$ cat src/verilog/sdp_pkg.sv
// section phase encoding and byte width constant for the section data path

package sdp_pkg;

	// ------------------------------
	// section phases
	// ------------------------------

	// idle waits for a start strobe
	// input collects one section from the source port
	// output unloads the collected section to the destination port
	typedef enum logic [1:0] {
		PH_IDLE   = 2'd0,
		PH_INPUT  = 2'd1,
		PH_OUTPUT = 2'd2
	} sdp_phase_e;

	// ------------------------------
	// byte geometry
	// ------------------------------

	// bits per byte lane of the strobe and load logic
	localparam int SDP_BYTE_W = 8;

endpackage

$ cat src/verilog/sdp_phase_ctrl.sv
// section phase FSM and registered input ready flag

module sdp_phase_ctrl
	import sdp_pkg::*;
(
	input  logic       clk,
	input  logic       rst_n,
	input  logic       i_en,
	input  logic       i_transfer_pending,
	input  logic       i_input_done,
	input  logic       i_output_done,
	output sdp_phase_e o_phase,
	output logic       o_din_ready
);

	sdp_phase_e phase_q;
	sdp_phase_e phase_d;
	logic       din_ready_q;
	logic       din_ready_d;

	// ------------------------------
	// next phase
	// ------------------------------

	always_comb begin
		phase_d = phase_q;
		case (phase_q)
			PH_IDLE: begin
				if (i_en) begin
					phase_d = PH_INPUT;
				end
			end
			PH_INPUT: begin
				if (i_input_done) begin
					phase_d = PH_OUTPUT;
				end
			end
			PH_OUTPUT: begin
				// another section follows directly while pending is high
				if (i_output_done) begin
					phase_d = i_transfer_pending ? PH_INPUT : PH_IDLE;
				end
			end
			default: begin
				phase_d = PH_IDLE;
			end
		endcase
	end

	// ready rises and falls on the same events as PH_INPUT
	always_comb begin
		case (phase_q)
			PH_IDLE:   din_ready_d = i_en;
			PH_INPUT:  din_ready_d = ~i_input_done;
			PH_OUTPUT: din_ready_d = i_output_done & i_transfer_pending;
			default:   din_ready_d = 1'b0;
		endcase
	end

	// ------------------------------
	// state registers
	// ------------------------------

	always_ff @(posedge clk or negedge rst_n) begin
		if (!rst_n) begin
			phase_q     <= PH_IDLE;
			din_ready_q <= 1'b0;
		end else begin
			phase_q     <= phase_d;
			din_ready_q <= din_ready_d;
		end
	end

	assign o_phase     = phase_q;
	assign o_din_ready = din_ready_q;

endmodule

$ cat config.mk
export PLATFORM = sky130hd
export DESIGN_NAME = sdp_phase_ctrl
export DESIGN_NICKNAME = d
export VERILOG_FILES = /design/src/verilog/sdp_pkg.sv /design/src/verilog/sdp_phase_ctrl.sv
export SDC_FILE = /design/constraint.sdc
export NUM_CORES = 1
export LEC_CHECK = 0
export BUFFER_PORTS_ARGS = -buffer_cell sky130_fd_sc_hd__buf_2
export CAP_MARGIN = 10
export CELL_PAD_IN_SITES_DETAIL_PLACEMENT = 0
export CELL_PAD_IN_SITES_GLOBAL_PLACEMENT = 1
export CORE_AREA = 2 2 39 41
export DETAILED_ROUTE_END_ITERATION = 8
export DIE_AREA = 0 0 41 43
export PLACE_DENSITY_LB_ADDON = 0.05
export SYNTH_ARGS = -nofsm -noshare
export SYNTH_HDL_FRONTEND = slang
export SYNTH_SLANG_ARGS = --single-unit
$ cat constraint.sdc
create_clock -name clk -period 1.37 [get_ports clk]
set_clock_uncertainty 0.2 [all_clocks]
set_input_delay 0.411 -clock clk [delete_from_list [all_inputs] [get_ports clk]]
set_output_delay 0.411 -clock clk [all_outputs]
set_load 0.02 [all_outputs]
# [Word level (Yosys, flattened, before mapping)]
# Index checks and enable logic that the tools add are counted.
[op_classes] eq_ne=5 muxes=6 bitwise=2 n_reduce_logical=2
[ops] op="two-way mux 2 bit" n=3
[ops] op="inequality test 2 bit (second input constant)" n=3
[ops] op="one-hot mux 2 bit (3 select lines)" n=1
[ops] op="one-hot mux 1 bit (3 select lines)" n=1
[ops] op="AND reduction 3 bit" n=1
[ops] op="== test 2 x 1 -> 1 bit (second input constant)" n=1
[ops] op="== test 2 bit (second input constant)" n=1
[ops] op="zero test 2 bit" n=1
[ops] op="AND 1 bit" n=1
[ops] op="two-way mux 1 bit" n=1
[ops] op="NOT 1 bit" n=1
[word_totals] regBits=3 inputBits=6 wordCells=17

# [Logic depth before layout (Yosys ltp)]
[logic_depth] word_depth=3 mapped_depth=3 mapped_depth_nobuf=3

# [Worst setup path before layout]
# No wires, ideal clock.
[synth_timing] kind="reg2reg" start="reg phase_q[0] (netlist: o_phase[0])" end="reg din_ready_q (netlist: o_din_ready)" t_arrival_ns=0.802 path_slack_ns=0.231 path_stages_with_launch=3 path_buffers=0 synth_period_minus_slack_ns=1.139 path_cell_list="dfrtp_1 > mux2i_1 > o22ai_1"
[synth_via] elab_chain_len=2 word_cells_on_any_way=4 classes_between="2 x eq/ne; 1 x mux; 1 x reduce/logical"
[synth_rtl] item="start, declared" line="sdp_phase_ctrl.sv:16" source="sdp_phase_e phase_q;"
[synth_rtl] item="start signal, assigned" line="sdp_phase_ctrl.sv:69" source="phase_q <= phase_d;"
[synth_rtl] item="== test 2 bit (tied with other cells)" line="sdp_phase_ctrl.sv:52" source="case (phase_q)"
[synth_rtl] item="one-hot mux 1 bit (3 select lines) (*)" line="sdp_phase_ctrl.sv:52"
[synth_rtl] item="named net din_ready_d" line="sdp_phase_ctrl.sv:19" source="logic din_ready_d;"
[synth_rtl] item="end signal, assigned" line="sdp_phase_ctrl.sv:70" source="din_ready_q <= din_ready_d;"
[synth_rtl] item="end, declared" line="sdp_phase_ctrl.sv:18" source="logic din_ready_q;"
# Mark *: on every way through the listed nets, which the timed path passes. The rest lies on a longest branch.
# A chain may end at the register's enable or synchronous reset.

# [Final worst setup path]
[layout_timing] start="reg phase_q[1] (netlist: o_phase[1])" end="out o_phase[1]"
[layout_rtl] item="end, declared" line="sdp_phase_ctrl.sv:12" source="output sdp_phase_e o_phase,"
# No word-level cell between the ends.

==> impl_metrics.ini <==
[run_status]
status = completed

[power]
peakVddDrop_v = 0.000381
power_leakage_nw = 0.130
power_density_mw_per_mm2 = 2270

[detailed_routing]
routedWlPerCell_um = 9.00
vias = 145
drt_iter0_drc = 1
route.detailed.drc = 0
drtAntennaViolNets = 0
dr.pass1.iters = 4
via_per_inst = 3.37
wl_um = 387

[placement]
port_buffers = 8
place_area_um2 = 181
dpl.cell_count = 35
globalplace.congestion = 0.600
pre_cts_slack_ps = 165

[clock_tree]
h-tree-depth = 1
cts.path.max_buffers = 2
insertion_delay_ps = 230
cts_buffers = 3
cts_root_buffer = clkbuf_4
tritoncts = built
cts_sinks = 3
clkSlewWorstSetupHoldPaths_ps = 30

[cells_and_area]
nets = 34
final_util_pct = 18.7
fin_cells = 43
drive_above_1_share_pct = 51.9
final_common_cell = buf_2
fin_area_um2 = 259
synthToLayoutAreaGrowth_pct = 113
antenna_cells = 0

[min_path]
min_delay_worst_endpoint = o_phase[1]$_DFFE_PN0P_
hold_path.class = primary input to register
worstHoldStart = i_output_done
min_path_cells = 2

[sta]
max-slew-margin-rel_pct = 87.2
hold_ws_ps = 189
fin_ws_ps = 8.29
min_period_ps = 1360
max_freq_mhz = 734
setup_viol = 0
rsz0062_at_grt = yes
final-hold-violation-count = 0
finalCritPeriodShare_pct = 99.4
tightest_slew_ps = 187
drv_slew = 0

[worst_setup_path]
reg2reg_depth = 4
critPathMaxStageDelay_ps = 380
rr_endpoint = o_din_ready$_DFF_PN0_
cp_max_fo = 2
r2r_start = o_phase[0]$_DFFE_PN0P_
arrival_ps = 750
r2r_setup_slack_ps = 80
cp-start-kind = register
critPathBufInv = 1
cp_cell_sequence = buf_6
slowest_stage = dfrtp_1
crit_family = flip-flops
crit_required_ps = 760
end_kind = output port
crit_type = register to output port

[logic_synthesis]
ys_seq_area_share_pct = 61.9
ys_ff_latch = 3
post-synth-top-area-cell = dfrtp_1
avgSynthCellArea_um2 = 11.0
netlist.area_leader.share_pct = 61.9
ys_warn_count = 0
synth_area_um2 = 121
synthDistinctLibCells = 6
synth.net_count = 17
synth.area.top_cells = dfrtp_1 (62%), o22ai_1 (15%), mux2i_1 (8.2%)
syn_inst = 11

[run]
maxCapViolCount = 0

[grt]
antenna_found_initial = 0
grt-ovfl-total = 0
grt_pass1_wl_um = 579
grt_start_max_net_pins = 5
track_usage_pct = 5.49
grt_pass1_vias = 165

[floorplanning]
die_area_mm2 = 0.00176
io_pins = 9
start_util_pct = 8.77
dieHeight_um = 43
coreArea_mm2 = 0.00138
placementRows = 14
die_w_um = 41
==> layout make-up <==
type | instances | area (um2)
Fill cell | 152 | 1120
Clock buffer | 4 | 26.3
Sequential cell | 3 | 75.1
Inverter | 1 | 3.75
Timing Repair Buffer | 12 | 91.3
Multi-Input combinational cell | 7 | 42.5
Tap cell | 16 | 20.0
==> logic make-up after synthesis <==
group	synth area share, %
flip-flops	61.9
multiplexers	8.25
AO/OA/AOI/OAI	15.5
buffers and inverters	3.09
AND/OR/NAND/NOR	11.3
==> Yosys cell counts <==
cell      instances
nand2_1           2
mux2i_1           1
o22ai_1           3
nand2b_1          1
dfrtp_1           3
inv_1             1
==> state kept, by name, indices dropped and copies added, names as in the netlist <==
name         count
o_phase          2
o_din_ready      1
==> per-layer routing <==
layer  wire, um  global-route usage [%]  up-vias
met2        210                    8.13        9
met4          0                    10.0        0
li1           -                       -       71
met1        147                    4.43       65
met3         29                       0        0
met5          0                       0        -
==> through the flow <==
stage / power [W] / TNS, ps
2_1_floorplan: 0.000258 / 0
3_3_place_gp: 0.000329 / 0
3_5_place_dp: 0.000326 / 0
4_1_cts: 0.000559 / -2.55
5_1_grt: 0.000638 / -45.1
6_report: 0.000587 / 0
==> worst max path at each step <==
stage,startpoint,endpoint,slack [ps],cells after the start
final,o_phase[1]$_DFFE_PN0P_,o_phase[1],8,1
after CTS,o_phase[1]$_DFFE_PN0P_,o_phase[1],-3,1
after global placement,i_input_done,o_din_ready$_DFF_PN0_,140,4
after floorplan,o_phase[0]$_DFFE_PN0P_,o_din_ready$_DFF_PN0_,230,2
after detailed placement,o_phase[1]$_DFFE_PN0P_,o_phase[1],160,1
after global routing,o_phase[1]$_DFFE_PN0P_,o_phase[1],-20,1
==> power by group <==
group | switching (W) | internal [W]
sequential | 0.0000244 | 0.000129
combinational | 0.000124 | 0.000157
clock | 0.0000436 | 0.000109
==> what timing repair did <==
item                                   in CTS  in global routing
hold buffers                                1                  0
endpoints found under the hold margin       3                  0
resized for setup                           4                  2
setup endpoints to repair                   2                  3
buffers inserted                            2                  1
Power figures use the tool's default switching activity.
