==> src/verilog/sdp_pkg.sv <==
// section phase encoding and byte width constant for the section data path

package sdp_pkg;

	// ------------------------------
	// section phases
	// ------------------------------

	// idle waits for a start strobe
	// input collects one section from the source port
	// output unloads the collected section to the destination port
	typedef enum logic [1:0] {
		PH_IDLE   = 2'd0,
		PH_INPUT  = 2'd1,
		PH_OUTPUT = 2'd2
	} sdp_phase_e;

	// ------------------------------
	// byte geometry
	// ------------------------------

	// bits per byte lane of the strobe and load logic
	localparam int SDP_BYTE_W = 8;

endpackage

==> src/verilog/sdp_input_packer.sv <==
// strobe counter, byte packing into the section buffer and input done detection

module sdp_input_packer
	import sdp_pkg::*;
#(
	parameter int DATA_W = 512,
	parameter int CNT_W  = 7
) (
	input  logic                       clk,
	input  logic                       rst_n,
	input  sdp_phase_e                 i_phase,
	input  logic [CNT_W-1:0]           i_num_bytes,
	input  logic                       i_din_vld,
	input  logic                       i_din_ready,
	input  logic [DATA_W-1:0]          i_din,
	input  logic [DATA_W/SDP_BYTE_W-1:0] i_din_strb,
	output logic [DATA_W-1:0]          o_buffer,
	output logic                       o_input_done
);

	localparam int STRB_W = DATA_W / SDP_BYTE_W;
	localparam int OFF_W  = CNT_W + $clog2(SDP_BYTE_W);

	logic [CNT_W-1:0]  din_cnt;
	logic [CNT_W-1:0]  strb_num;
	logic [CNT_W-1:0]  cnt_next;
	logic [OFF_W-1:0]  bit_off;
	logic [DATA_W-1:0] din_shifted;
	logic [STRB_W-1:0] strb_shifted;
	logic [DATA_W-1:0] buf_q;
	logic              accept;

	// ------------------------------
	// strobe count and section count
	// ------------------------------

	// number of strobed bytes in this beat
	always_comb begin
		strb_num = '0;
		for (int i = 0; i < STRB_W; i++) begin
			strb_num = strb_num + CNT_W'(i_din_strb[i]);
		end
	end

	assign accept       = (i_phase == PH_INPUT) && i_din_vld && i_din_ready;
	assign cnt_next     = din_cnt + strb_num;
	assign o_input_done = accept && (cnt_next == i_num_bytes);

	always_ff @(posedge clk or negedge rst_n) begin
		if (!rst_n) begin
			din_cnt <= '0;
		end else if (i_phase != PH_INPUT || o_input_done) begin
			din_cnt <= '0;
		end else if (accept) begin
			din_cnt <= cnt_next;
		end
	end

	// ------------------------------
	// byte placement
	// ------------------------------

	// move the beat up to the first free byte of the buffer
	assign bit_off      = OFF_W'(din_cnt * SDP_BYTE_W);
	assign din_shifted  = i_din << bit_off;
	assign strb_shifted = i_din_strb << din_cnt;

	always_ff @(posedge clk) begin
		if (accept) begin
			for (int i = 0; i < STRB_W; i++) begin
				if (strb_shifted[i]) begin
					buf_q[i*SDP_BYTE_W +: SDP_BYTE_W] <= din_shifted[i*SDP_BYTE_W +: SDP_BYTE_W];
				end
			end
		end
	end

	assign o_buffer = buf_q;

endmodule

==> config.mk <==
export PLATFORM = sky130hd
export DESIGN_NAME = sdp_input_packer
export DESIGN_NICKNAME = d
export VERILOG_FILES = /design/src/verilog/sdp_pkg.sv /design/src/verilog/sdp_input_packer.sv
export SDC_FILE = /design/constraint.sdc
export NUM_CORES = 2
export LEC_CHECK = 0
export ABC_AREA = 0
export BUFFER_PORTS_ARGS = -buffer_cell sky130_fd_sc_hd__buf_4
export CORE_AREA = 2 2 434 436
export CTS_CLUSTER_SIZE = 16
export DETAILED_ROUTE_END_ITERATION = 16
export DIE_AREA = 0 0 436 438
export PLACE_DENSITY_LB_ADDON = 0.08
export SYNTH_ARGS = -nofsm -noshare
export SYNTH_HDL_FRONTEND = slang
export SYNTH_SLANG_ARGS = --single-unit
==> constraint.sdc <==
create_clock -name clk -period 8.4 [get_ports clk]
set_input_delay 0.84 -clock clk [delete_from_list [all_inputs] [get_ports clk]]
set_output_delay 0.84 -clock clk [all_outputs]
set_load 0.02 [all_outputs]
# ---- Yosys cells after proc, flatten, opt, wreduce, memory -nomap -nowiden
# Cells that the tools add are included.
# W data, S select, Z words.
dict set report op_classes {
  n_reduce_logical 69
  addsub 64
  n_mux 2
  eq_ne 3
  shifts 2
}
# operator count
set ops {}
lappend ops {{$shl A512 B10 Y512} 1}
lappend ops {{$add A7 B1 Y7} 57}
lappend ops {{$reduce_and A2 Y1} 64}
lappend ops {{$shl A64 B7 Y64} 1}
lappend ops {{$mux W7} 2}
lappend ops {{$add A6 B1 Y7} 1}
lappend ops {{$add A7 B7 Y7} 1}
lappend ops {{$eq A7 B7 Y1} 1}
lappend ops {{$add A5 B1 Y6} 1}
lappend ops {{$add A4 B1 Y5} 1}
lappend ops {{$add A3 B1 Y4} 1}
lappend ops {{$add A2 B1 Y3} 1}
lappend ops {{$logic_and A1 B1 Y1} 3}
lappend ops {{$add A1 B1 Y2} 1}
lappend ops {{$eq A2 B1 Y1 const B} 1}
lappend ops {{$ne A2 B1 Y1 const B} 1}
lappend ops {{$reduce_bool A2 Y1} 1}
lappend ops {{$logic_or A1 B1 Y1} 1}
dict set report totals {
  input_bits 589
  word_cells 205
  ff_bits 519
}

# ---- Depth between registers and ports, before layout
dict set report depth {
  depth_word 68
  depth_mapped 21
  ltp_nobuf 21
}

# ---- Least setup slack after synthesis
# OpenSTA, ideal clock, no wires.
dict set report synth_timing {
  path_type {input-to-output}
  start {in i_din_strb[59]}
  end {out o_input_done}
  slack_ns 0.567
  arrival_time_ns 6.993
  path_stages 20
  cell_sequence {fa_1 -> fa_1 -> inv_1 -> fa_1 -> inv_1 -> fa_1 -> inv_1 -> fa_1 -> inv_1 -> fa_1 -> inv_1 -> fa_1 -> fa_1 -> fa_1 -> fa_1 -> xor2_1 -> xnor2_1 -> nor4b_1 -> mux2i_1 -> nor4_4}
}
dict set report synth_between {
  elab_chain_cells 8
}
# item line
set synth_lines {}
lappend synth_lines {{start: declaration} sdp_input_packer.sv:16} ;# input logic [DATA_W/SDP_BYTE_W-1:0] i_din_strb,
lappend synth_lines {{$add A7 B1 Y7 (5 in a row)} sdp_input_packer.sv:41} ;# strb_num = strb_num + CNT_W'(i_din_strb[i]);
lappend synth_lines {{$add A7 B7 Y7} sdp_input_packer.sv:46} ;# assign cnt_next = din_cnt + strb_num;
lappend synth_lines {{$eq A7 B7 Y1} sdp_input_packer.sv:47} ;# assign o_input_done = accept && (cnt_next == i_num_bytes);
lappend synth_lines {{$logic_and A1 B1 Y1} sdp_input_packer.sv:47}
lappend synth_lines {{end: declaration} sdp_input_packer.sv:18} ;# output logic o_input_done
# Every way passes these cells.

# ---- Worst setup path after layout
dict set report layout_timing {
  start {in i_din_strb[63]}
  end {out o_input_done}
}
dict set report layout_between {
  elab_chain_cells 4
}
# item line
set layout_lines {}
lappend layout_lines {{$add A7 B1 Y7} sdp_input_packer.sv:41}
lappend layout_lines {{$add A7 B7 Y7} sdp_input_packer.sv:46}
lappend layout_lines {{$eq A7 B7 Y1} sdp_input_packer.sv:47}
lappend layout_lines {{$logic_and A1 B1 Y1} sdp_input_packer.sv:47}
# Every way passes these cells.

==> results by group <==
Run status
  • Status: finished with violations
  • Violated checks: capacitance limit, slew limit

Global route
  • Vias in the first global route: about 52000
  • Initial antenna violation count: approximately 130
  • GRT Overall Usage: 0.439
  • Grt ovf: 0
  • First-pass GRT wire length: between 500 and 600 mm
  • Maximum number of pins on one net before global-route repair: 183

Worst setup path
  • Crit path top cell by count: fa_1
  • Flop-to-flop setup slack: between 1.5 and 2 ns
  • Slowest CP cell: fa_1
  • Worst EP required: approximately 7.6 ns
  • Crit-path max FO: 2
  • Crit-path max cell delay: around 0.56 ns
  • Crit path kind: in -> out
  • CP endpoint kind: output port
  • WP data arrival: around 7.4 ns
  • CP cell instances: buf_4 > fa_1 > fa_1 > inv_2 > fa_1 > inv_1 > fa_1 > inv_1 > fa_1 > inv_2 > fa_1 > inv_1 > fa_1 > fa_1 > fa_2 > fa_2 > xor2_2 > xnor2_1 > nor4_2 > mux2i_1 > nor4_4 > buf_4
  • CP Launch Type: primary input

Floorplanning
  • Ports: 1102
  • Initial Utilization: 0.278
  • Core ar.: 187000 um^2
  • Chip width: approximately 440 um
  • Die height: 438 um
  • Die area: between 150000 and 200000 um^2
  • Rows: roughly 160

CTS
  • Clock root cell: clkbuf_16
  • CTS tree: built
  • CTS max path bufs: 3
  • Clock Latency Late Sink: approximately 0.75 ns
  • CTS Buf Count: 61
  • Clock Pin Slew Worst Setup and Hold Paths: 0.06 ns
  • CTS Sinks: 519
  • # Post-CTS Setup Buffers: 0
  • H-Tree Depth: 2

Synth
  • Top-count cell post-synth: nand2_1
  • Syn nets: around 5800
  • Sequential share of the synthesized area: 0.300
  • Top post-synthesis cells by count: 1391 x nand2_1, 561 x mux4_2, 512 x edfxtp_1, 372 x nor2_1, 295 x mux2i_1
  • Mapped Area: 51900 um^2
  • Most common flop cell mapped by yosys: edfxtp_1
  • Yosys reg bits: roughly 520
  • Synth top area cells: edfxtp_1 30%, mux4_2 24%, nand2_1 10%, mux2i_1 5.7%, o221ai_1 2.9%
  • Ys async rst share: 0.0135
  • EDFF count, synth: between 500 and 600
  • Yosys top cell by area: edfxtp_1
  • Synth top area share: 0.296
  • Syn Inst Count: ~5200
  • Average size of a mapped cell: roughly 10 um^2
  • Warnings from Yosys: 0
  • Netlist cell types: 67

Route
  • DRC: 0
  • Initial DRC Count: about 9600
  • Final wirelength: between 400 and 500 mm
  • Via/cell ratio: roughly 6.5
  • Initial DRT Pass Iterations: 6
  • Via count: 56100
  • Wirelength per Cell: around 50 um
  • Remaining antenna violation count after routing: 0

Power
  • PD cells: 471 nW/um^2
  • Worst VDD drop: between 0.7 and 0.8 mV
  • Pleak: 25.5 nW
  • Power, Total: 0.0304 W

Placed design
  • DP Worst Slack: ~0.043 ns
  • IO Port Bufs: approximately 1100
  • Dpl hpwl: 369 mm
  • GPL Wtd Cong: around 1.1
  • Dpl cell area: around 62000 um^2

Finish
  • NumNets Final: 6671
  • Fraction of layout cells with a size suffix above 1: 0.346
  • Post-route cell area: 64500 um^2
  • Area Growth Syn to Fin: 24.4%

Timing
  • Final setup viols: 0
  • F_max: 121 MHz
  • Max_slew headroom: -0.0117
  • Fin crit period: approximately 8.3 ns
  • Unrepaired setup endpoints after global routing: true
  • Final slew viol count: 2
  • Fin crit share: 0.985
  • Slew of the pin with the lowest slew margin: 1.50 ns
  • Setup WS post-layout: about 0.12 ns
  • Total Neg Setup Slack: 0 ns
  • Final hold vios: 0
  • Max Clock Skew: 0.0663 ns

Worst hold path
  • Worst hold path class: in -> async

Job
  • Max cap viols: 1
## critical path: cells and delay by family
kind	cells	cell delay [ns]
adders and majority gates	10	4.80
and+or+nand+nor	2	0.65
buffers and inverters	7	0.56
xor gates and xnor gates	2	0.38
muxes	1	0.19
## worst paths after layout
| kind | startpoint | to | depth (start not counted) |
|---|---|---|---|
| worst max-delay path | i_din_strb[63] | o_input_done | 22 |
| worst min-delay path | rst_n | din_cnt[5]$_DFFE_PN0P_ | 2 |
| worst max register to register | din_cnt[0]$_DFFE_PN0P_ | o_buffer[445]$_SDFFCE_PP0P_ | 9 |
| worst min register to register | din_cnt[6]$_DFFE_PN0P_ | din_cnt[6]$_DFFE_PN0P_ | 2 |
| max in group asynchronous | rst_n | din_cnt[2]$_DFFE_PN0P_ | 2 |
| min in group clk | i_phase[1] | din_cnt[3]$_DFFE_PN0P_ | 4 |
## layer usage
metal / global-route usage / routed length, um
met5: 0 / 741
met4: 0.269 / 32200
met3: 0.192 / 59700
met2: 0.620 / 180000
met1: 0.548 / 165000
## registers in the layout (all words and copies together), names as in the netlist
signal    flops
din_cnt       7
o_buffer    512
## cell families (layout without fill, tap and decap cells)
logic type      count (synthesis)  in the layout  synth area share
simple gates                 1963           1963             0.151
compound gates               1037           1037             0.142
mux                           943            943             0.319
buf+inv                       626           1500            0.0586
flops                         519            519             0.300
fa+ha+maj                      77             77            0.0267
xor+xnor                       14             14           0.00289
other cells                     0             60                 0
## what timing repair did
item / 4_1_cts / 5_1_grt
resized for setup: 0 / 7
hold buffers: 1 / 0
endpoints found under the hold margin: 7 / 0
setup endpoints to repair: 0 / 1
## power by group
part           internal [W]  total, W  switching (W)
registers           0.00406   0.00434       0.000278
clock network       0.00159   0.00281        0.00122
logic               0.00639    0.0233         0.0169
## cell usage in the layout, fill, tap and decap left out, drive strengths merged, types with 78 or more instances in the layout
master	n
nand2	1391
buf	1284
mux4	561
edfxtp	512
nor2	373
mux2i	295
o21ai	256
o221ai	185
a21oi	178
inv	105
mux2	87
o22a	78
## stage by stage
| step | util | hold slack (ns) | cells |
|---|---|---|---|
| global placement | 0.334 | 0.664 | 8436 |
| detailed placement | 0.334 | 0.665 | 8436 |
| floorplan | - | 0.544 | 5179 |
| finish | 0.346 | 0.433 | 8608 |
| global route | 0.345 | 0.440 | 8580 |
| CTS | 0.345 | 0.395 | 8548 |
## area by class of cell
cell class	count	area [um^2]
repair buffers	1285	9760
diodes	60	150
clock inverters	38	418
fillers	19400	122000
flip-flops and latches	519	15600
clock buffers	73	1590
multi-input cells	4034	33500
well taps	2495	3120
inverters	104	405
Note: power is estimated with default switching activity, not from simulation.
